===== config.mk =====
export PLATFORM = sky130hd
export DESIGN_NAME = lsu_top
export DESIGN_NICKNAME = d
export VERILOG_FILES = /design/src/lsu_pkg.sv /design/src/beat_sender.sv /design/src/lsu_issue.sv /design/src/access_split.sv /design/src/lsu_ctrl.sv /design/src/load_align.sv /design/src/lsu_top.sv
export VERILOG_INCLUDE_DIRS = /design/src
export SDC_FILE = /design/constraint.sdc
export NUM_CORES = 1
export LEC_CHECK = 0
export CORE_UTILIZATION = 30
export CTS_CLUSTER_SIZE = 28
export DETAILED_ROUTE_END_ITERATION = 12
export DONT_BUFFER_PORTS = 1
export SLEW_MARGIN = 15
export SYNTH_ARGS = -nofsm -noshare
export SYNTH_HDL_FRONTEND = slang
export SYNTH_SLANG_ARGS = --single-unit

===== constraint.sdc =====
create_clock -name clock -period 12.86 [get_ports clock]
set_clock_uncertainty 0.05 [all_clocks]
set_input_delay 0.643 -clock clock [delete_from_list [all_inputs] [get_ports clock]]
set_output_delay 0.643 -clock clock [all_outputs]
set_load 0.02 [all_outputs]

===== src/lsu_consts.svh =====
`ifndef LSU_CONSTS_SVH
`define LSU_CONSTS_SVH

// register and memory bus widths
`define LSU_XLEN        32
`define LSU_BUS_W       64
`define LSU_BUS_BYTES   8

// transaction ids come from a free-running tick counter
`define LSU_ID_W        4
`define LSU_TICK_PERIOD 16

// response code field
`define LSU_RESP_W      2
`define LSU_RESP_FAULT  3

`endif


===== src/lsu_pkg.sv =====
`include "lsu_consts.svh"

package lsu_pkg;

	// memory operations handled by the unit
	typedef enum logic [3:0] {
		OP_LB  = 4'd0,
		OP_LBU = 4'd1,
		OP_LH  = 4'd2,
		OP_LHU = 4'd3,
		OP_LW  = 4'd4,
		OP_SB  = 4'd5,
		OP_SH  = 4'd6,
		OP_SW  = 4'd7
	} mem_op_t;

	// read or write address beat
	typedef struct packed {
		logic [`LSU_XLEN-1:0] addr;
		logic [`LSU_ID_W-1:0] id;
	} addr_beat_t;

	// write data beat, one strobe bit per byte lane
	typedef struct packed {
		logic [`LSU_BUS_W-1:0]     data;
		logic [`LSU_BUS_BYTES-1:0] strb;
	} wdata_beat_t;

endpackage


===== src/beat_sender.sv =====
`timescale 1ns/1ps

module beat_sender #(
	parameter type payload_t = logic
) (
	input  logic     clock,
	input  logic     reset,
	input  logic     send,
	input  payload_t payload,
	input  logic     ready,
	output logic     valid,
	output payload_t payload_out,
	output logic     accepted
);
	assign accepted = valid && ready;

	// valid stays up until the handshake
	always_ff @(posedge clock) begin
		if (reset) begin
			valid <= 1'b0;
		end else if (send) begin
			valid <= 1'b1;
		end else if (accepted) begin
			valid <= 1'b0;
		end
	end

	always_ff @(posedge clock) begin
		if (send) begin
			payload_out <= payload;
		end
	end
endmodule


===== src/lsu_issue.sv =====
`timescale 1ns/1ps
`include "lsu_consts.svh"

module lsu_issue (
	input  logic                 clock,
	input  logic                 reset,
	input  logic                 req_valid,
	input  lsu_pkg::mem_op_t     req_op,
	input  logic [`LSU_XLEN-1:0] req_addr,
	input  logic [`LSU_XLEN-1:0] req_wdata,
	input  logic                 done,
	output logic                 req_ready,
	output logic                 hold_valid,
	output lsu_pkg::mem_op_t     hold_op,
	output logic [`LSU_XLEN-1:0] hold_addr,
	output logic [`LSU_XLEN-1:0] hold_wdata
);
	// low through reset, high from the first cycle after it
	logic live;

	always_ff @(posedge clock) begin
		if (reset) begin
			live <= 1'b0;
		end else begin
			live <= 1'b1;
		end
	end

	// empty, or the current request finishes this cycle
	assign req_ready = live && (!hold_valid || done);

	always_ff @(posedge clock) begin
		if (reset) begin
			hold_valid <= 1'b0;
		end else if (req_ready) begin
			hold_valid <= req_valid;
		end
	end

	always_ff @(posedge clock) begin
		if (req_valid && req_ready) begin
			hold_op    <= req_op;
			hold_addr  <= req_addr;
			hold_wdata <= req_wdata;
		end
	end
endmodule


===== src/access_split.sv =====
`timescale 1ns/1ps
`include "lsu_consts.svh"

module access_split (
	input  lsu_pkg::mem_op_t     hold_op,
	input  logic [`LSU_XLEN-1:0] hold_addr,
	input  logic [`LSU_XLEN-1:0] hold_wdata,
	input  logic                 second_beat,
	output logic                 is_store,
	output logic                 two_beats,
	output logic [`LSU_XLEN-1:0] beat_addr,
	output lsu_pkg::wdata_beat_t beat_wdata
);
	logic [3:0]                  size_bytes;
	logic [3:0]                  size_mask;
	logic [2:0]                  offset;
	logic [`LSU_XLEN-1:0]        aligned_addr;
	logic [2*`LSU_BUS_W-1:0]     data_window;
	logic [2*`LSU_BUS_BYTES-1:0] strb_window;

	always_comb begin
		case (hold_op)
			lsu_pkg::OP_LH, lsu_pkg::OP_LHU, lsu_pkg::OP_SH: begin
				size_bytes = 4'd2;
				size_mask  = 4'b0011;
			end
			lsu_pkg::OP_LW, lsu_pkg::OP_SW: begin
				size_bytes = 4'd4;
				size_mask  = 4'b1111;
			end
			default: begin
				size_bytes = 4'd1;
				size_mask  = 4'b0001;
			end
		endcase
	end

	assign is_store = (hold_op == lsu_pkg::OP_SB) || (hold_op == lsu_pkg::OP_SH)
		|| (hold_op == lsu_pkg::OP_SW);

	assign offset       = hold_addr[2:0];
	assign aligned_addr = {hold_addr[`LSU_XLEN-1:3], 3'b000};

	// the access runs past lane 7 of the first doubleword
	assign two_beats = ({1'b0, offset} + size_bytes) > 4'(`LSU_BUS_BYTES);

	assign beat_addr = second_beat ? aligned_addr + `LSU_XLEN'(`LSU_BUS_BYTES) : aligned_addr;

	// place data and strobes across two doublewords, low half is the first beat
	assign data_window = {{(2*`LSU_BUS_W-`LSU_XLEN){1'b0}}, hold_wdata} << {offset, 3'b000};
	assign strb_window = {{(2*`LSU_BUS_BYTES-4){1'b0}}, size_mask} << offset;

	always_comb begin
		if (second_beat) begin
			beat_wdata.data = data_window[2*`LSU_BUS_W-1:`LSU_BUS_W];
			beat_wdata.strb = strb_window[2*`LSU_BUS_BYTES-1:`LSU_BUS_BYTES];
		end else begin
			beat_wdata.data = data_window[`LSU_BUS_W-1:0];
			beat_wdata.strb = strb_window[`LSU_BUS_BYTES-1:0];
		end
	end
endmodule


===== src/lsu_ctrl.sv =====
`timescale 1ns/1ps
`include "lsu_consts.svh"

module lsu_ctrl (
	input  logic                   clock,
	input  logic                   reset,
	input  logic                   hold_valid,
	input  logic                   is_store,
	input  logic                   two_beats,
	input  logic [`LSU_XLEN-1:0]   beat_addr,
	input  lsu_pkg::wdata_beat_t   beat_wdata,
	input  logic                   ar_accepted,
	input  logic                   aw_accepted,
	input  logic                   w_accepted,
	input  logic                   bvalid,
	input  logic [`LSU_ID_W-1:0]   bid,
	input  logic [`LSU_RESP_W-1:0] bresp,
	input  logic                   rvalid,
	input  logic [`LSU_ID_W-1:0]   rid,
	input  logic [`LSU_RESP_W-1:0] rresp,
	output logic                   ar_send,
	output logic                   aw_send,
	output logic                   w_send,
	output lsu_pkg::addr_beat_t    ar_payload,
	output lsu_pkg::addr_beat_t    aw_payload,
	output lsu_pkg::wdata_beat_t   w_payload,
	output logic                   bready,
	output logic                   rready,
	output logic                   second_beat,
	output logic                   capture_first,
	output logic                   done,
	output logic                   resp_err
);
	typedef enum logic [1:0] {
		R_IDLE,
		R_ADDR,
		R_DATA
	} rd_state_t;

	typedef enum logic [1:0] {
		W_IDLE,
		W_ADDR,
		W_RESP
	} wr_state_t;

	rd_state_t            rd_state;
	wr_state_t            wr_state;
	logic [`LSU_ID_W-1:0] tick;
	logic [`LSU_ID_W-1:0] cur_id;
	logic                 aw_got;
	logic                 w_got;
	logic                 err_seen;
	logic                 both_idle;
	logic                 r_hit;
	logic                 b_hit;
	logic                 r_more;
	logic                 b_more;
	logic                 rd_launch;
	logic                 wr_launch;

	always_ff @(posedge clock) begin
		if (reset) begin
			tick <= '0;
		end else begin
			tick <= (tick == `LSU_ID_W'(`LSU_TICK_PERIOD - 1)) ? '0 : tick + 1'b1;
		end
	end

	assign both_idle = (rd_state == R_IDLE) && (wr_state == W_IDLE);
	assign rready    = (rd_state == R_DATA);
	assign bready    = (wr_state == W_RESP);

	// responses with another id are stale and get dropped
	assign r_hit  = rvalid && rready && (rid == cur_id);
	assign b_hit  = bvalid && bready && (bid == cur_id);
	assign r_more = r_hit && two_beats && !second_beat;
	assign b_more = b_hit && two_beats && !second_beat;

	assign rd_launch = (both_idle && hold_valid && !is_store) || r_more;
	assign wr_launch = (both_idle && hold_valid && is_store) || b_more;

	assign done          = (r_hit && !r_more) || (b_hit && !b_more);
	assign capture_first = r_more;
	assign resp_err      = done && (err_seen
		|| (r_hit && rresp == `LSU_RESP_W'(`LSU_RESP_FAULT))
		|| (b_hit && bresp == `LSU_RESP_W'(`LSU_RESP_FAULT)));

	assign ar_payload = '{addr: beat_addr, id: cur_id};
	assign aw_payload = '{addr: beat_addr, id: cur_id};
	assign w_payload  = beat_wdata;

	always_ff @(posedge clock) begin
		if (reset) begin
			rd_state <= R_IDLE;
			ar_send  <= 1'b0;
		end else begin
			ar_send <= rd_launch;
			case (rd_state)
				R_IDLE: if (rd_launch) rd_state <= R_ADDR;
				R_ADDR: if (ar_accepted) rd_state <= R_DATA;
				R_DATA: if (r_hit) rd_state <= r_more ? R_ADDR : R_IDLE;
				default: rd_state <= R_IDLE;
			endcase
		end
	end

	// aw and w may be accepted in either order
	always_ff @(posedge clock) begin
		if (reset) begin
			wr_state <= W_IDLE;
			aw_send  <= 1'b0;
			w_send   <= 1'b0;
			aw_got   <= 1'b0;
			w_got    <= 1'b0;
		end else begin
			aw_send <= wr_launch;
			w_send  <= wr_launch;
			aw_got  <= !wr_launch && (aw_got || aw_accepted);
			w_got   <= !wr_launch && (w_got || w_accepted);
			case (wr_state)
				W_IDLE: if (wr_launch) wr_state <= W_ADDR;
				W_ADDR: if ((aw_got || aw_accepted) && (w_got || w_accepted)) wr_state <= W_RESP;
				W_RESP: if (b_hit) wr_state <= b_more ? W_ADDR : W_IDLE;
				default: wr_state <= W_IDLE;
			endcase
		end
	end

	// beat id, second-beat flag and sticky fault for the request in flight
	always_ff @(posedge clock) begin
		if (reset) begin
			cur_id      <= '0;
			second_beat <= 1'b0;
			err_seen    <= 1'b0;
		end else begin
			if (rd_launch || wr_launch) begin
				cur_id <= tick;
			end
			if (done) begin
				second_beat <= 1'b0;
				err_seen    <= 1'b0;
			end else if (r_more || b_more) begin
				second_beat <= 1'b1;
				err_seen    <= (r_more && rresp == `LSU_RESP_W'(`LSU_RESP_FAULT))
					|| (b_more && bresp == `LSU_RESP_W'(`LSU_RESP_FAULT));
			end
		end
	end
endmodule


===== src/load_align.sv =====
`timescale 1ns/1ps
`include "lsu_consts.svh"

module load_align (
	input  logic                  clock,
	input  logic                  reset,
	input  logic                  capture_first,
	input  logic [`LSU_BUS_W-1:0] rdata,
	input  lsu_pkg::mem_op_t      hold_op,
	input  logic [`LSU_XLEN-1:0]  hold_addr,
	input  logic                  two_beats,
	output logic [`LSU_XLEN-1:0]  resp_data
);
	logic [`LSU_BUS_W-1:0]   first_beat;
	logic [2*`LSU_BUS_W-1:0] window;
	logic [`LSU_XLEN-1:0]    picked;

	always_ff @(posedge clock) begin
		if (reset) begin
			first_beat <= '0;
		end else if (capture_first) begin
			first_beat <= rdata;
		end
	end

	// on a crossing the second beat supplies the upper bytes
	assign window = two_beats ? {rdata, first_beat} : {{`LSU_BUS_W{1'b0}}, rdata};
	assign picked = `LSU_XLEN'(window >> {hold_addr[2:0], 3'b000});

	always_comb begin
		case (hold_op)
			lsu_pkg::OP_LB: begin
				resp_data = {{(`LSU_XLEN-8){picked[7]}}, picked[7:0]};
			end
			lsu_pkg::OP_LBU: begin
				resp_data = {{(`LSU_XLEN-8){1'b0}}, picked[7:0]};
			end
			lsu_pkg::OP_LH: begin
				resp_data = {{(`LSU_XLEN-16){picked[15]}}, picked[15:0]};
			end
			lsu_pkg::OP_LHU: begin
				resp_data = {{(`LSU_XLEN-16){1'b0}}, picked[15:0]};
			end
			// lw, and stores where the value is not used
			default: begin
				resp_data = picked;
			end
		endcase
	end
endmodule


===== src/lsu_top.sv =====
`timescale 1ns/1ps
`include "lsu_consts.svh"

module lsu_top (
	input  logic                      clock,
	input  logic                      reset,
	input  logic                      req_valid,
	input  lsu_pkg::mem_op_t          req_op,
	input  logic [`LSU_XLEN-1:0]      req_addr,
	input  logic [`LSU_XLEN-1:0]      req_wdata,
	output logic                      req_ready,
	output logic                      resp_valid,
	output logic [`LSU_XLEN-1:0]      resp_data,
	output logic                      resp_err,
	output logic                      awvalid,
	input  logic                      awready,
	output logic [`LSU_XLEN-1:0]      awaddr,
	output logic [`LSU_ID_W-1:0]      awid,
	output logic                      wvalid,
	input  logic                      wready,
	output logic [`LSU_BUS_W-1:0]     wdata,
	output logic [`LSU_BUS_BYTES-1:0] wstrb,
	input  logic                      bvalid,
	output logic                      bready,
	input  logic [`LSU_ID_W-1:0]      bid,
	input  logic [`LSU_RESP_W-1:0]    bresp,
	output logic                      arvalid,
	input  logic                      arready,
	output logic [`LSU_XLEN-1:0]      araddr,
	output logic [`LSU_ID_W-1:0]      arid,
	input  logic                      rvalid,
	output logic                      rready,
	input  logic [`LSU_BUS_W-1:0]     rdata,
	input  logic [`LSU_ID_W-1:0]      rid,
	input  logic [`LSU_RESP_W-1:0]    rresp
);
	logic                 hold_valid;
	lsu_pkg::mem_op_t     hold_op;
	logic [`LSU_XLEN-1:0] hold_addr;
	logic [`LSU_XLEN-1:0] hold_wdata;
	logic                 is_store;
	logic                 two_beats;
	logic                 second_beat;
	logic [`LSU_XLEN-1:0] beat_addr;
	lsu_pkg::wdata_beat_t beat_wdata;
	logic                 capture_first;
	logic                 ar_send;
	logic                 aw_send;
	logic                 w_send;
	lsu_pkg::addr_beat_t  ar_payload;
	lsu_pkg::addr_beat_t  aw_payload;
	lsu_pkg::wdata_beat_t w_payload;
	logic                 ar_accepted;
	logic                 aw_accepted;
	logic                 w_accepted;

	// resp_valid doubles as the done pulse that frees the holding register
	lsu_issue u_issue (
		.clock(clock), .reset(reset),
		.req_valid(req_valid), .req_op(req_op), .req_addr(req_addr), .req_wdata(req_wdata),
		.done(resp_valid), .req_ready(req_ready),
		.hold_valid(hold_valid), .hold_op(hold_op), .hold_addr(hold_addr),
		.hold_wdata(hold_wdata)
	);

	access_split u_split (
		.hold_op(hold_op), .hold_addr(hold_addr), .hold_wdata(hold_wdata),
		.second_beat(second_beat), .is_store(is_store), .two_beats(two_beats),
		.beat_addr(beat_addr), .beat_wdata(beat_wdata)
	);

	lsu_ctrl u_ctrl (
		.clock(clock), .reset(reset),
		.hold_valid(hold_valid), .is_store(is_store), .two_beats(two_beats),
		.beat_addr(beat_addr), .beat_wdata(beat_wdata),
		.ar_accepted(ar_accepted), .aw_accepted(aw_accepted), .w_accepted(w_accepted),
		.bvalid(bvalid), .bid(bid), .bresp(bresp),
		.rvalid(rvalid), .rid(rid), .rresp(rresp),
		.ar_send(ar_send), .aw_send(aw_send), .w_send(w_send),
		.ar_payload(ar_payload), .aw_payload(aw_payload), .w_payload(w_payload),
		.bready(bready), .rready(rready), .second_beat(second_beat),
		.capture_first(capture_first), .done(resp_valid), .resp_err(resp_err)
	);

	load_align u_align (
		.clock(clock), .reset(reset), .capture_first(capture_first), .rdata(rdata),
		.hold_op(hold_op), .hold_addr(hold_addr), .two_beats(two_beats),
		.resp_data(resp_data)
	);

	beat_sender #(.payload_t(lsu_pkg::addr_beat_t)) ar_sender (
		.clock(clock), .reset(reset), .send(ar_send), .payload(ar_payload),
		.ready(arready), .valid(arvalid), .payload_out({araddr, arid}),
		.accepted(ar_accepted)
	);

	beat_sender #(.payload_t(lsu_pkg::addr_beat_t)) aw_sender (
		.clock(clock), .reset(reset), .send(aw_send), .payload(aw_payload),
		.ready(awready), .valid(awvalid), .payload_out({awaddr, awid}),
		.accepted(aw_accepted)
	);

	beat_sender #(.payload_t(lsu_pkg::wdata_beat_t)) w_sender (
		.clock(clock), .reset(reset), .send(w_send), .payload(w_payload),
		.ready(wready), .valid(wvalid), .payload_out({wdata, wstrb}),
		.accepted(w_accepted)
	);
endmodule


# After elaboration in Yosys (flattened, before gate mapping)
# Index checks and enable logic that the tools add are counted.
# totals
regBits	299
inputBits	152
output_inout_bits	184
elab_cells	135
# op_classes
n_addsub	3
magnitude_cmp	1
n_eq_ne	22
shift	3
n_mux	23
reduce_logical	58
# ops
op	n
two-way mux 128 bit	1
case mux 32 bit (4 select lines)	1
<< shifter 32 x 6 -> 128 bit	1
>> shifter 128 x 6 -> 32 bit	1
two-way mux 72 bit	1
adder 32 x 4 -> 32 bit, second input constant	1
two-way mux 32 bit	1
logical AND 1 bit	27
equality test 4 x 3 -> 1 bit, second input constant	4
<< shifter 4 x 3 -> 16 bit	1
logical OR 1 bit	13
two-way mux 2 bit	6
case mux 2 bit (3 select lines)	2
two-way mux 1 bit	9
equality test 2 bit, second input constant	4
equality test 4 x 2 -> 1 bit, second input constant	2
equality test 4 bit	2
case mux 4 bit (2 select lines)	1
logical NOT 1 bit	6
inequality test 2 x 1 -> 1 bit, second input constant	3
inequality test 2 bit, second input constant	3
case mux 3 bit (2 select lines)	1
AND reduction 3 bit	2
nonzero test 2 bit	3
10 further kinds	14

# Depth between registers and ports, before layout
# Gate-level depths: netlist of the first run.
# logic_depth
depth_word	13
ltp_mapped	16
mapped_depth_nobuf	12

# By module
# Synthesis of the first run repeated with hierarchy kept, for this count alone.
# hier_totals
cells_unflattened	1320
area_unflattened_um2	15840.2
# modules_own_cells
mod	n_inst	cells_per_inst	area_per_inst_um2	seq_area_each_um2
load_align	1	544	5202.5	1281.2
beat_sender at ar_sender ...	2	41	1127.3	1101.1
beat_sender at w_sender	1	77	2208.4	2182.1
lsu_issue	1	77	2124.5	2082.0
access_split	1	298	2084.5	0.0
lsu_ctrl	1	242	1965.6	360.3

# Worst setup path after synthesis of the first run
# Ideal clock, no wire load.
# synth_timing
kind	register -> register
startpoint	register u_issue.hold_op[0]
endpoint	register u_issue.hold_addr[0] (enable)
setup_ns	0.516
arrival_time_ns	5.779
required_ns	12.294
path_slack_ns	6.515
stages_incl_launch_ff	13
path_buffers	2
period_less_slack_ns	6.345
cell_sequence	edfxtp_1 -> a211o_1 -> inv_1 -> nor2_1 -> ha_1 -> fa_1 -> nor2b_1 -> a22oi_1 -> buf_4 -> buf_4 -> nand2b_1 -> o21ai_0 -> a21oi_1
# synth_between
elab_chain_len	13
elab_cells_between_ends	22
classes_between	add/sub (1); order compare (1); eq/ne (5); mux (1); reduce/logical (14)
# synth_lines
item	line_no	text
start: declaration	lsu_issue.sv:14	output lsu_pkg::mem_op_t hold_op,
start signal: assignment	lsu_issue.sv:42	hold_op <= req_op;
equality test 4 x 3 -> 1 bit / equality test 4 x 2 -> 1 bit (equally long branches)	access_split.sv:22	case (hold_op)
OR reduction 3 bit / OR reduction 2 bit (equally long branches)	access_split.sv:22	
case mux 3 bit (2 select lines) (*)	access_split.sv:22	
adder 3 x 3 -> 4 bit (*)	access_split.sv:45	assign two_beats = ({1'b0, offset} + size_bytes) > 4'(`LSU_BUS_BYTES);
> comparator 4 bit (*)	access_split.sv:45	
logical AND 1 bit, on equally long branches (2 in a row)	lsu_ctrl.sv:76, lsu_ctrl.sv:77	
logical NOT 1 bit	lsu_ctrl.sv:82	assign done = (r_hit && !r_more) || (b_hit && !b_more);
logical AND 1 bit	lsu_ctrl.sv:82	
logical OR 1 bit (*)	lsu_ctrl.sv:82	
logical OR 1 bit (*)	lsu_issue.sv:30	assign req_ready = live && (!hold_valid || done);
logical AND 1 bit (*)	lsu_issue.sv:30	
logical AND 1 bit (*)	lsu_issue.sv:41	if (req_valid && req_ready) begin
end signal: assignment	lsu_issue.sv:43	hold_addr <= req_addr;
end: declaration	lsu_issue.sv:15	output logic [`LSU_XLEN-1:0] hold_addr,
# Mark *: on every way between the ends. The rest lies on a longest branch, timed or not.
# A chain may end at the register's enable or synchronous reset.

# Final worst setup path of the first run
# layout_timing
startpoint	register u_issue.hold_addr[0]
endpoint	output port resp_data[16]
# layout_between
elab_chain_len	5
# layout_lines
item	line_no	text
adder 3 x 3 -> 4 bit	access_split.sv:45	
> comparator 4 bit	access_split.sv:45	
two-way mux 128 bit	load_align.sv:27	assign window = two_beats ? {rdata, first_beat} : {{`LSU_BUS_W{1'b0}}, rdata};
>> shifter 128 x 6 -> 32 bit (*)	load_align.sv:28	assign picked = `LSU_XLEN'(window >> {hold_addr[2:0], 3'b000});
case mux 32 bit (4 select lines) (*)	load_align.sv:31	case (hold_op)
end: declaration	lsu_top.sv:13	output logic [`LSU_XLEN-1:0] resp_data,
# Marks and branches as above.

==> results of run 1 <==
==> state kept, by name, indices dropped and copies added, names as in the netlist, 4 cells and up <==
register and cells:
u_ctrl.cur_id 4, u_issue.hold_op 4, w_sender.payload_out 72, ar_sender.payload_out 33
u_issue.hold_wdata 32, aw_sender.payload_out 33, u_align.first_beat 64, u_issue.hold_addr 32
u_ctrl.tick 4
==> critical path, cell delays in order, from the launching register on <==
cell      delay (ns)
edfxtp_1        0.32
buf_4           0.62
inv_1           0.50
ha_1            0.42
nor2b_1         0.15
a22oi_2         0.12
buf_4           0.54
buf_4           0.81
mux2i_1         0.16
a22oi_1         0.25
nor2_1          0.07
o31ai_1         0.83
==> worst max-delay path by stage <==
| stage | from | end | slack [ns] |
|---|---|---|---|
| 6_report | u_issue.hold_addr[0] | resp_data[16] | 6.71 |
| 5_1_grt | u_issue.hold_addr[0] | resp_data[16] | 6.24 |
| 4_1_cts | u_issue.hold_addr[0] | resp_data[16] | 6.66 |
| 3_5_place_dp | u_issue.hold_addr[0] | resp_data[16] | 7.27 |
| 3_3_place_gp | u_issue.hold_addr[0] | resp_data[16] | 7.23 |
| 2_1_floorplan | u_issue.hold_op[0] | u_issue.hold_addr[0] | 6.51 |
==> power by group <==
part / internal (mW) / leakage [nW] / switching [mW]
combinational: 0.0670 / 3.05 / 0.128
clock: 0.625 / 0.584 / 0.398
sequential: 1.03 / 2.60 / 0.0195
==> kinds of logic (layout without fill, tap and decap cells) <==
kind of cell / Yosys count / in the layout / share of synthesized area (%)
and+or+nand+nor: 369 / 369 / 11.2
DFF: 293 / 293 / 53.9
AOI/OAI and AO/OA: 254 / 254 / 11.4
muxes: 233 / 233 / 16.8
buffers and inverters: 122 / 105 / 3.67
xor gates and xnor gates: 39 / 39 / 2.32
adders and majority gates: 7 / 7 / 0.647
other: 1 / 10 / 0.0255
==> layout by cell type, fill, tap and decap left out, types with 22 or more instances in the layout <==
cell type / count
dfxtp_1: 85
o21ai_0: 52
o22ai_1: 23
clkbuf_16: 35
mux2i_1: 177
mux2_2: 51
inv_1: 26
a21oi_1: 53
o211ai_1: 23
nand2_1: 71
nor2_1: 183
nor2b_1: 29
nand3_1: 31
xnor2_1: 22
edfxtp_1: 206
==> per-layer routing <==
metal  GRT usage, %  vias up  routed length [µm]
met5              0        -                  51
met4           6.81        8                1520
met3           7.53       98                4920
met2           29.2      458               21600
met1           20.4     5195               17500
li1               -     4797                   -
==> area by class of cell <==
class	count	area (µm²)	area share (%)
flip-flops and latches	293	7930	48.4
multi-input cells	908	6260	38.2
clock buffers	43	946	5.77
well taps	615	769	4.70
clock inverters	19	233	1.42
repair buffers	17	128	0.779
inverters	26	97.6	0.596
diodes	4	10.0	0.0611
==> metrics by stage <==
stage	instance area, µm²	hold WS (ns)	utilization, %
6_report	16400	0.127	34.1
5_1_grt	16400	0.0988	34.1
4_1_cts	16400	0.0713	34.1
3_5_place_dp	15200	0.423	31.6
3_3_place_gp	15200	0.414	31.6
2_1_floorplan	14700	0.406	-
==> results.json, run 1 <==
{
  "finalHoldViolCount": 0,
  "dp_hpwl_mm": 32.6,
  "setup_ws_ns": 6.71,
  "leakage_nw": 6.23,
  "setup_violations": 0,
  "drc": 0,
  "viasPerCell": 5.48,
  "required_ns": 12.17,
  "grt_pass1_wl_mm": 65.9,
  "drt-total-wl_mm": 45.6,
  "cts-root-buf": "clkbuf_16",
  "synth.distinct_cells": 55,
  "finalPower_mw": 2.27,
  "hold_start": "reset",
  "drtIter0Drc": 853,
  "period_needed_ns": 6.15,
  "worst_ep_arrival_time_ns": 5.45,
  "synth_common_cells": "edfxtp_1 (206), nor2_1 (183), mux2i_1 (177)",
  "yosysMostFrequentCell": "edfxtp_1",
  "yosysTopAreaCell": "edfxtp_1",
  "hold_path_depth": 1,
  "r2r_slack_ns": 8.07,
  "max-cap-violations": 0,
  "synth.area.top_cells": "edfxtp_1 (42%), mux2i_1 (12%), dfxtp_1 (12%)",
  "grt_use_total_pct": 17.7,
  "drive_above_1_share_pct": 10.4,
  "ys_ff_latch": 293,
  "setup_tns_ns": 0,
  "initial_core_util_pct": 30.6,
  "max_slew_margin_pct": 26.4,
  "hp-class": "primary input to register",
  "fmax_mhz": 163,
  "gp_congestion": 0.949,
  "io_pins": 336,
  "pre_cts_ws_ns": 7.27,
  "path_clk_slew_ns": 0.06,
  "clk_latency_ns": 0.53,
  "reg2reg_to": "u_issue.hold_wdata[20]",
  "layout.nets": 1440,
  "cts_buffers": 35,
  "syn_area_um2": 14700,
  "fp.dieArea_um2": 49900,
  "slew_violations": 0,
  "synth_top_area_share_pct": 42.1,
  "cp-start-kind": "register",
  "die_h_um": 223,
  "outcome": "finished clean",
  "synth_ff_type": "edfxtp_1",
  "ff2ff_path_depth": 10,
  "worstPathMaxFanout": 72,
  "cts-resized-gates": 0,
  "worst_slew_pin_slew_ns": 1.10,
  "antenna_found_initial": 8,
  "io_buffers": 0,
  "die_x_um": 223,
  "r2r-start": "u_issue.hold_addr[0]",
  "dr.pass1.iters": 7,
  "htreeDepth": 2,
  "drt-wirelength-per-cell_um": 23.7,
  "synthCells": 1318,
  "synth.avg_cell_area_um2": 11.2,
  "clockBufferDepth": 3,
  "clkSinkCount": 293,
  "ys_seq_area_share_pct": 53.9,
  "fillers": 4785,
  "ant_nets": 0,
  "cts_setup_buffers": 0,
  "grt_max_degree": 87,
  "min_to": "aw_sender.valid",
  "grt_overflow": 0,
  "ir_drop_v": 0.0000760,
  "yosysWarnings": 0,
  "async_reset_ff_share_pct": 0,
  "worstSetupPathType": "register to output pin",
  "rsz0062_at_grt": "false",
  "core_area_um2": 48000,
  "fin_crit_sh_pct": 47.8,
  "cts_tree": "built",
  "cts-hold-fix-buffers": 0,
  "synth_edf_count": 206,
  "areaGrowthSynthToFinish_pct": 11.5,
  "fin_cells": 1925,
  "cp-end-kind": "output pin",
  "num_rows": 80,
  "vias": 10600,
  "powerDensity_nw_per_um2": 138,
  "first_global_vias": 10000,
  "post-place-cells": 1859
}
Note: power is estimated with default switching activity, not from simulation.
==> run 2: changes to the inputs <==
==> constraint.sdc (replaced) <==
create_clock -name clock -period 6.14 [get_ports clock]
set_clock_uncertainty 0.05 [all_clocks]
set_input_delay 0.307 -clock clock [delete_from_list [all_inputs] [get_ports clock]]
set_output_delay 0.307 -clock clock [all_outputs]
set_load 0.02 [all_outputs]
==> results.json, run 2 (synthesis gave the netlist of run 1 again) <==
{
  "fp.dieArea_um2": 49900,
  "r2r-start": "u_issue.hold_op[1]",
  "vias": 11100,
  "cts-resized-gates": 0,
  "initial_core_util_pct": 30.6,
  "io_buffers": 0,
  "cp-start-kind": "register",
  "die_h_um": 223,
  "hold_path_depth": 2,
  "worstSetupPathType": "register to output pin",
  "clkSinkCount": 293,
  "setup_tns_ns": 0,
  "core_area_um2": 48000,
  "fin_cells": 2062,
  "final_design_area_no_fill_um2": 17800,
  "dr.pass1.iters": 5,
  "clk_latency_ns": 0.53,
  "fmax_mhz": 184,
  "outcome": "finished clean",
  "ir_drop_v": 0.000169,
  "final_common_cell": "edfxtp_1",
  "worstPathMaxFanout": 42,
  "path_clk_slew_ns": 0.06,
  "io_pins": 336,
  "clockBufferDepth": 3,
  "viasPerCell": 5.39,
  "ff2ff_path_depth": 12,
  "reg2reg_to": "u_align.first_beat[43]",
  "top_regs": "w_sender.payload_out (72), u_align.first_beat (64)",
  "rsz0062_at_grt": "false",
  "cpPeakStageDelay_ns": 0.83,
  "drive_above_1_share_pct": 9.34,
  "max-cap-violations": 0,
  "drt-wirelength-per-cell_um": 23.8,
  "cts-root-buf": "clkbuf_16",
  "place_area_um2": 15200,
  "ant_nets": 0,
  "gp_congestion": 0.906,
  "grt_overflow": 0,
  "areaGrowthSynthToFinish_pct": 20.9,
  "antenna_found_initial": 2,
  "r2r_slack_ns": 1.95,
  "setup_violations": 0,
  "fillers": 4646,
  "slowest_stage": "o31ai_1",
  "grt_max_degree": 87,
  "htreeDepth": 2,
  "drc": 0,
  "min_to": "u_issue.live",
  "powerDensity_nw_per_um2": 270,
  "num_rows": 80,
  "finalHoldViolCount": 0,
  "worst_slew_pin_slew_ns": 1.08,
  "fin_crit_sh_pct": 88.4,
  "period_needed_ns": 5.43,
  "crit_path_cell_trace": "inv_1 -> a211o_1 -> inv_1 -> nor2_1 -> ha_1 -> fa_1 -> xnor2_1 -> a22oi_2 -> buf_4 -> mux2i_1 -> a22oi_1 -> nor2_1 -> o31ai_1",
  "cts_buffers": 35,
  "cts-hold-fix-buffers": 138,
  "post-place-cells": 1861,
  "hp-class": "primary input to register",
  "grt_use_total_pct": 19.0,
  "first_global_vias": 10800,
  "drt-total-wl_mm": 49.0,
  "layout_common_cells": "edfxtp_1 (206), nor2_1 (183), mux2i_1 (177)",
  "hold_start": "reset",
  "worst_ep_arrival_time_ns": 5.07,
  "cts_setup_buffers": 0,
  "leakage_nw": 6.81,
  "max_slew_margin_pct": 27.3,
  "required_ns": 5.78,
  "largest_reg_flops": 72,
  "slew_violations": 0,
  "cts_tree": "built",
  "cp-end-kind": "output pin",
  "die_x_um": 223,
  "grt_pass1_wl_mm": 70.9,
  "layout.nets": 1580,
  "dp_hpwl_mm": 33.4,
  "drtIter0Drc": 703,
  "top_register": "w_sender.payload_out"
}
-- run 2: cell type report --
cell class              instances  area (µm²)  area share, %
multi-input cells             908        6260           35.3
clock inverters                19         201           1.13
flip-flops and latches        293        7930           44.6
inverters                      26        97.6          0.549
diodes                          1        2.50         0.0141
clock buffers                  43         948           5.34
well taps                     615         769           4.33
repair buffers                157        1550           8.74
-- run 2: worst max-delay path, delay by kind of cell (launching register included) --
family,cells,cell delay [ns]
fa+ha+maj,2,0.59
xor+xnor,1,0.16
compound gates,4,2.18
flops,1,0.45
simple gates,2,0.16
buf+inv,3,0.84
mux,1,0.16
-- run 2: where the power goes --
group	total (mW)	leakage, nW	switching (mW)	internal [mW]
Combinational	0.506	3.65	0.304	0.201
Clock	2.10	0.562	0.828	1.27
Sequential	2.20	2.60	0.0416	2.15
Total	4.80	6.81	1.17	3.62
-- run 2: how the worst max path moves through the flow --
| stage | slack [ns] | from | end | cells past startpoint |
|---|---|---|---|---|
| after CTS | 0.63 | u_issue.hold_op[1] | resp_data[22] | 13 |
| after global placement | 1.31 | u_issue.hold_op[0] | resp_data[22] | 12 |
| after floorplan | 1.30 | u_issue.hold_op[0] | u_issue.hold_addr[0] | 12 |
| final | 0.71 | u_issue.hold_op[1] | resp_data[16] | 13 |
| after global routing | 0.28 | u_issue.hold_op[1] | resp_data[16] | 13 |
| after detailed placement | 1.24 | u_issue.hold_op[1] | resp_data[22] | 13 |
-- run 2: per-layer routing --
metal	GRT usage (%)	vias up	wire [µm]	part of all wire (%)
li1	-	5068	-	-
met1	22.7	5516	19900	41
met2	32.6	457	23700	48
met3	5.66	75	4020	8.2
met4	5.83	0	1380	2.8
met5	0	-	0	0
-- run 2: stage by stage --
step	hold WS, ns	power, mW	utilization (%)	setup WS, ns
after floorplan	0.356	2.55	-	1.30
after global placement	0.335	2.64	31.7	1.31
after detailed placement	0.335	2.65	31.7	1.24
after CTS	0.0685	4.86	37.0	0.625
after global routing	0.108	4.97	37.0	0.280
final	0.0917	4.80	37.0	0.713
==> run 3: changes to the inputs <==
--- a/config.mk
+++ b/config.mk
@@ -6,6 +6,7 @@
 export SDC_FILE = /design/constraint.sdc
 export NUM_CORES = 1
 export LEC_CHECK = 0
+export ABC_AREA = 1
 export CORE_UTILIZATION = 30
 export CTS_CLUSTER_SIZE = 28
 export DETAILED_ROUTE_END_ITERATION = 12
==> results.json, run 3 <==
{
  "clkPwrFrac_pct": 41.3,
  "worst_ep_arrival_time_ns": 4.99,
  "top_register": "w_sender.payload_out",
  "synth.area.top_cells": "edfxtp_1 (42%), dfxtp_1 (12%), nand3_1 (8.9%)",
  "hp-class": "primary input to register",
  "io_pins": 336,
  "cts-root-buf": "clkbuf_16",
  "layout_common_cells": "nand2_1 (329), nand3_1 (260), edfxtp_1 (206)",
  "yosysTopAreaCell": "edfxtp_1",
  "synth_top_area_share_pct": 42.4,
  "ys_seq_area_share_pct": 54.3,
  "gp_congestion": 0.903,
  "synth.avg_cell_area_um2": 8.59,
  "period_needed_ns": 5.35,
  "cts_buffers": 35,
  "ant_nets": 0,
  "finalHoldViolCount": 0,
  "slowest_stage": "nand2_8",
  "crit_path_cell_trace": "or2_2 -> a21oi_1 -> nor2_1 -> ha_1 -> fa_1 -> nor2_1 -> nand3_4 -> nand2_8 -> nand2_1 -> nand3_1 -> nand2_1 -> nand2_1 -> nand3_1 -> nand2_2 -> nand2_4 -> nand3_1",
  "grt_pass1_wl_mm": 74.4,
  "timing.hold.ws_ns": 0.0266,
  "cpPeakStageDelay_ns": 0.60,
  "slew_violations": 0,
  "seqPwrFrac_pct": 46.5,
  "htreeDepth": 2,
  "grt_max_degree": 99,
  "clk_latency_ns": 0.55,
  "drt-wirelength-per-cell_um": 20.6,
  "worstSetupStartpoint": "u_issue.hold_op[1]",
  "powerDensity_nw_per_um2": 275,
  "cts_setup_buffers": 0,
  "clkSinkCount": 293,
  "switching_power_mw": 1.30,
  "ff2ff_path_depth": 17,
  "reg2reg_to": "u_issue.hold_wdata[15]",
  "vias": 12900,
  "worstSetupPathType": "register to output pin",
  "layout.nets": 1948,
  "areaGrowthSynthToFinish_pct": 19.5,
  "cp-start-kind": "register",
  "clockBufferDepth": 3,
  "r2r_slack_ns": 1.18,
  "drt-total-wl_mm": 50.3,
  "fmax_mhz": 187,
  "synth_ff_type": "edfxtp_1",
  "synthCells": 1699,
  "die_x_um": 223,
  "dp_hpwl_mm": 34.3,
  "worst_slew_pin_slew_ns": 0.955,
  "r2r-start": "u_issue.hold_op[1]",
  "io_buffers": 0,
  "rsz0062_at_grt": "false",
  "core_area_um2": 47800,
  "fp.dieArea_um2": 49500,
  "outcome": "finished clean",
  "cts_tree": "built",
  "drc": 0,
  "ir_drop_v": 0.000185,
  "yosysMostFrequentCell": "nand2_1",
  "utilization_pct": 36.4,
  "leakage_nw": 6.88,
  "drive_above_1_share_pct": 5.62,
  "die_h_um": 223,
  "ys_ff_latch": 293,
  "grt_use_total_pct": 19.8,
  "largest_reg_flops": 72,
  "viasPerCell": 5.29,
  "path_clk_slew_ns": 0.06,
  "final_common_cell": "nand2_1",
  "required_ns": 5.78,
  "cp-end-kind": "output pin",
  "setup_tns_ns": 0,
  "synth_edf_count": 206,
  "synth.distinct_cells": 40,
  "top_regs": "w_sender.payload_out (72), u_align.first_beat (64)",
  "initial_core_util_pct": 30.5,
  "first_global_vias": 12300,
  "swShare_pct": 27.1,
  "p_int_mw": 3.50,
  "combPwrFrac_pct": 12.3,
  "grt_overflow": 0,
  "cts-resized-gates": 0,
  "num_rows": 80,
  "async_reset_ff_share_pct": 0,
  "antenna_found_initial": 6,
  "endpoint": "resp_data[15]",
  "max_slew_margin_pct": 36.1,
  "worstPathMaxFanout": 98,
  "dr.pass1.iters": 6,
  "max-cap-violations": 0,
  "syn_area_um2": 14600,
  "finalPower_mw": 4.79,
  "synth_common_cells": "nand2_1 (330), nand3_1 (260), edfxtp_1 (206)",
  "yosysWarnings": 0,
  "drtIter0Drc": 1232,
  "setup_violations": 0,
  "fin_crit_sh_pct": 87.1
}
## run 3: cell count changes after synthesis, sizes merged, moves of 51 or more
cell   before  now
nand3      31  267
mux2       51    0
inv        26  114
o21ai      52  161
mux2i     177    0
nand2      72  337
## run 3: power by group through the flow
stage | clock, mW | sequential (mW) | combinational [mW]
after CTS | 2.02 | 2.23 | 0.586
after global placement | 0 | 2.27 | 0.491
after global routing | 2.09 | 2.23 | 0.650
final | 1.98 | 2.23 | 0.588
after floorplan | 0 | 2.26 | 0.390
after detailed placement | 0 | 2.27 | 0.500
## run 3: cell type report
cell class / count / area, µm²
repair buffers: 155 / 1520
diodes: 8 / 20.0
well taps: 615 / 769
clock inverters: 20 / 158
inverters: 116 / 435
multi-input cells: 1188 / 5680
fillers: 4861 / 30400
flip-flops and latches: 293 / 7930
clock buffers: 42 / 922
## run 3: cells by family (layout without fill, tap and decap cells)
logic type / Yosys count / count (layout) / share of synthesized area [%]
compound gates: 303 / 303 / 11.0
xor+xnor: 35 / 35 / 2.10
fa+ha+maj: 7 / 7 / 0.652
buf+inv: 223 / 333 / 6.90
flops: 293 / 293 / 54.3
other cells: 1 / 14 / 0.0257
simple gates: 837 / 837 / 25.0
## run 3: stage by stage
step           setup WS (ns)  instance area (µm²)  cells
2_1_floorplan           1.67                14600   1704
3_5_place_dp            1.13                15000   2230
3_3_place_gp            1.21                15000   2230
6_report               0.791                17400   2437
4_1_cts                0.753                17400   2429
5_1_grt                0.343                17400   2435
## run 3: routing by layer
metal  global-route usage, %  part of all wire (%)  vias to the layer above
met5                       0                     0                        -
met4                    6.38                   3.0                        0
met3                    5.54                   9.3                      105
met2                    33.5                    48                      665
met1                    24.2                    40                     6131
li1                        -                     -                     6001
## run 3: how the worst min path moves through the flow
| stage | start | endpoint | slack, ns | cells past startpoint |
|---|---|---|---|---|
| after floorplan | req_addr[0] | u_issue.hold_addr[0] | 0.36 | 0 |
| after global placement | reset | u_ctrl.aw_send | 0.33 | 1 |
| after detailed placement | reset | u_ctrl.aw_send | 0.33 | 1 |
| after CTS | reset | u_ctrl.wr_state[0] | 0.002 | 3 |
| after global routing | reset | u_ctrl.rd_state[1] | 0.04 | 3 |
| final | reset | u_ctrl.wr_state[0] | 0.03 | 3 |
## run 3: worst max-delay path: cells and delay by family, from the launching register on
family                   cells  cell delay, ns
AND/OR/NAND/NOR             13            3.05
flip-flops                   1            0.43
adder cells (fa/ha/maj)      2            0.66
AO/OA/AOI/OAI                1            0.23
## run 3: timing repair
item | in CTS | in global routing
hold buffers | 137 | 0
endpoints found under the hold margin | 144 | 0
endpoints found under the setup margin | 0 | 0
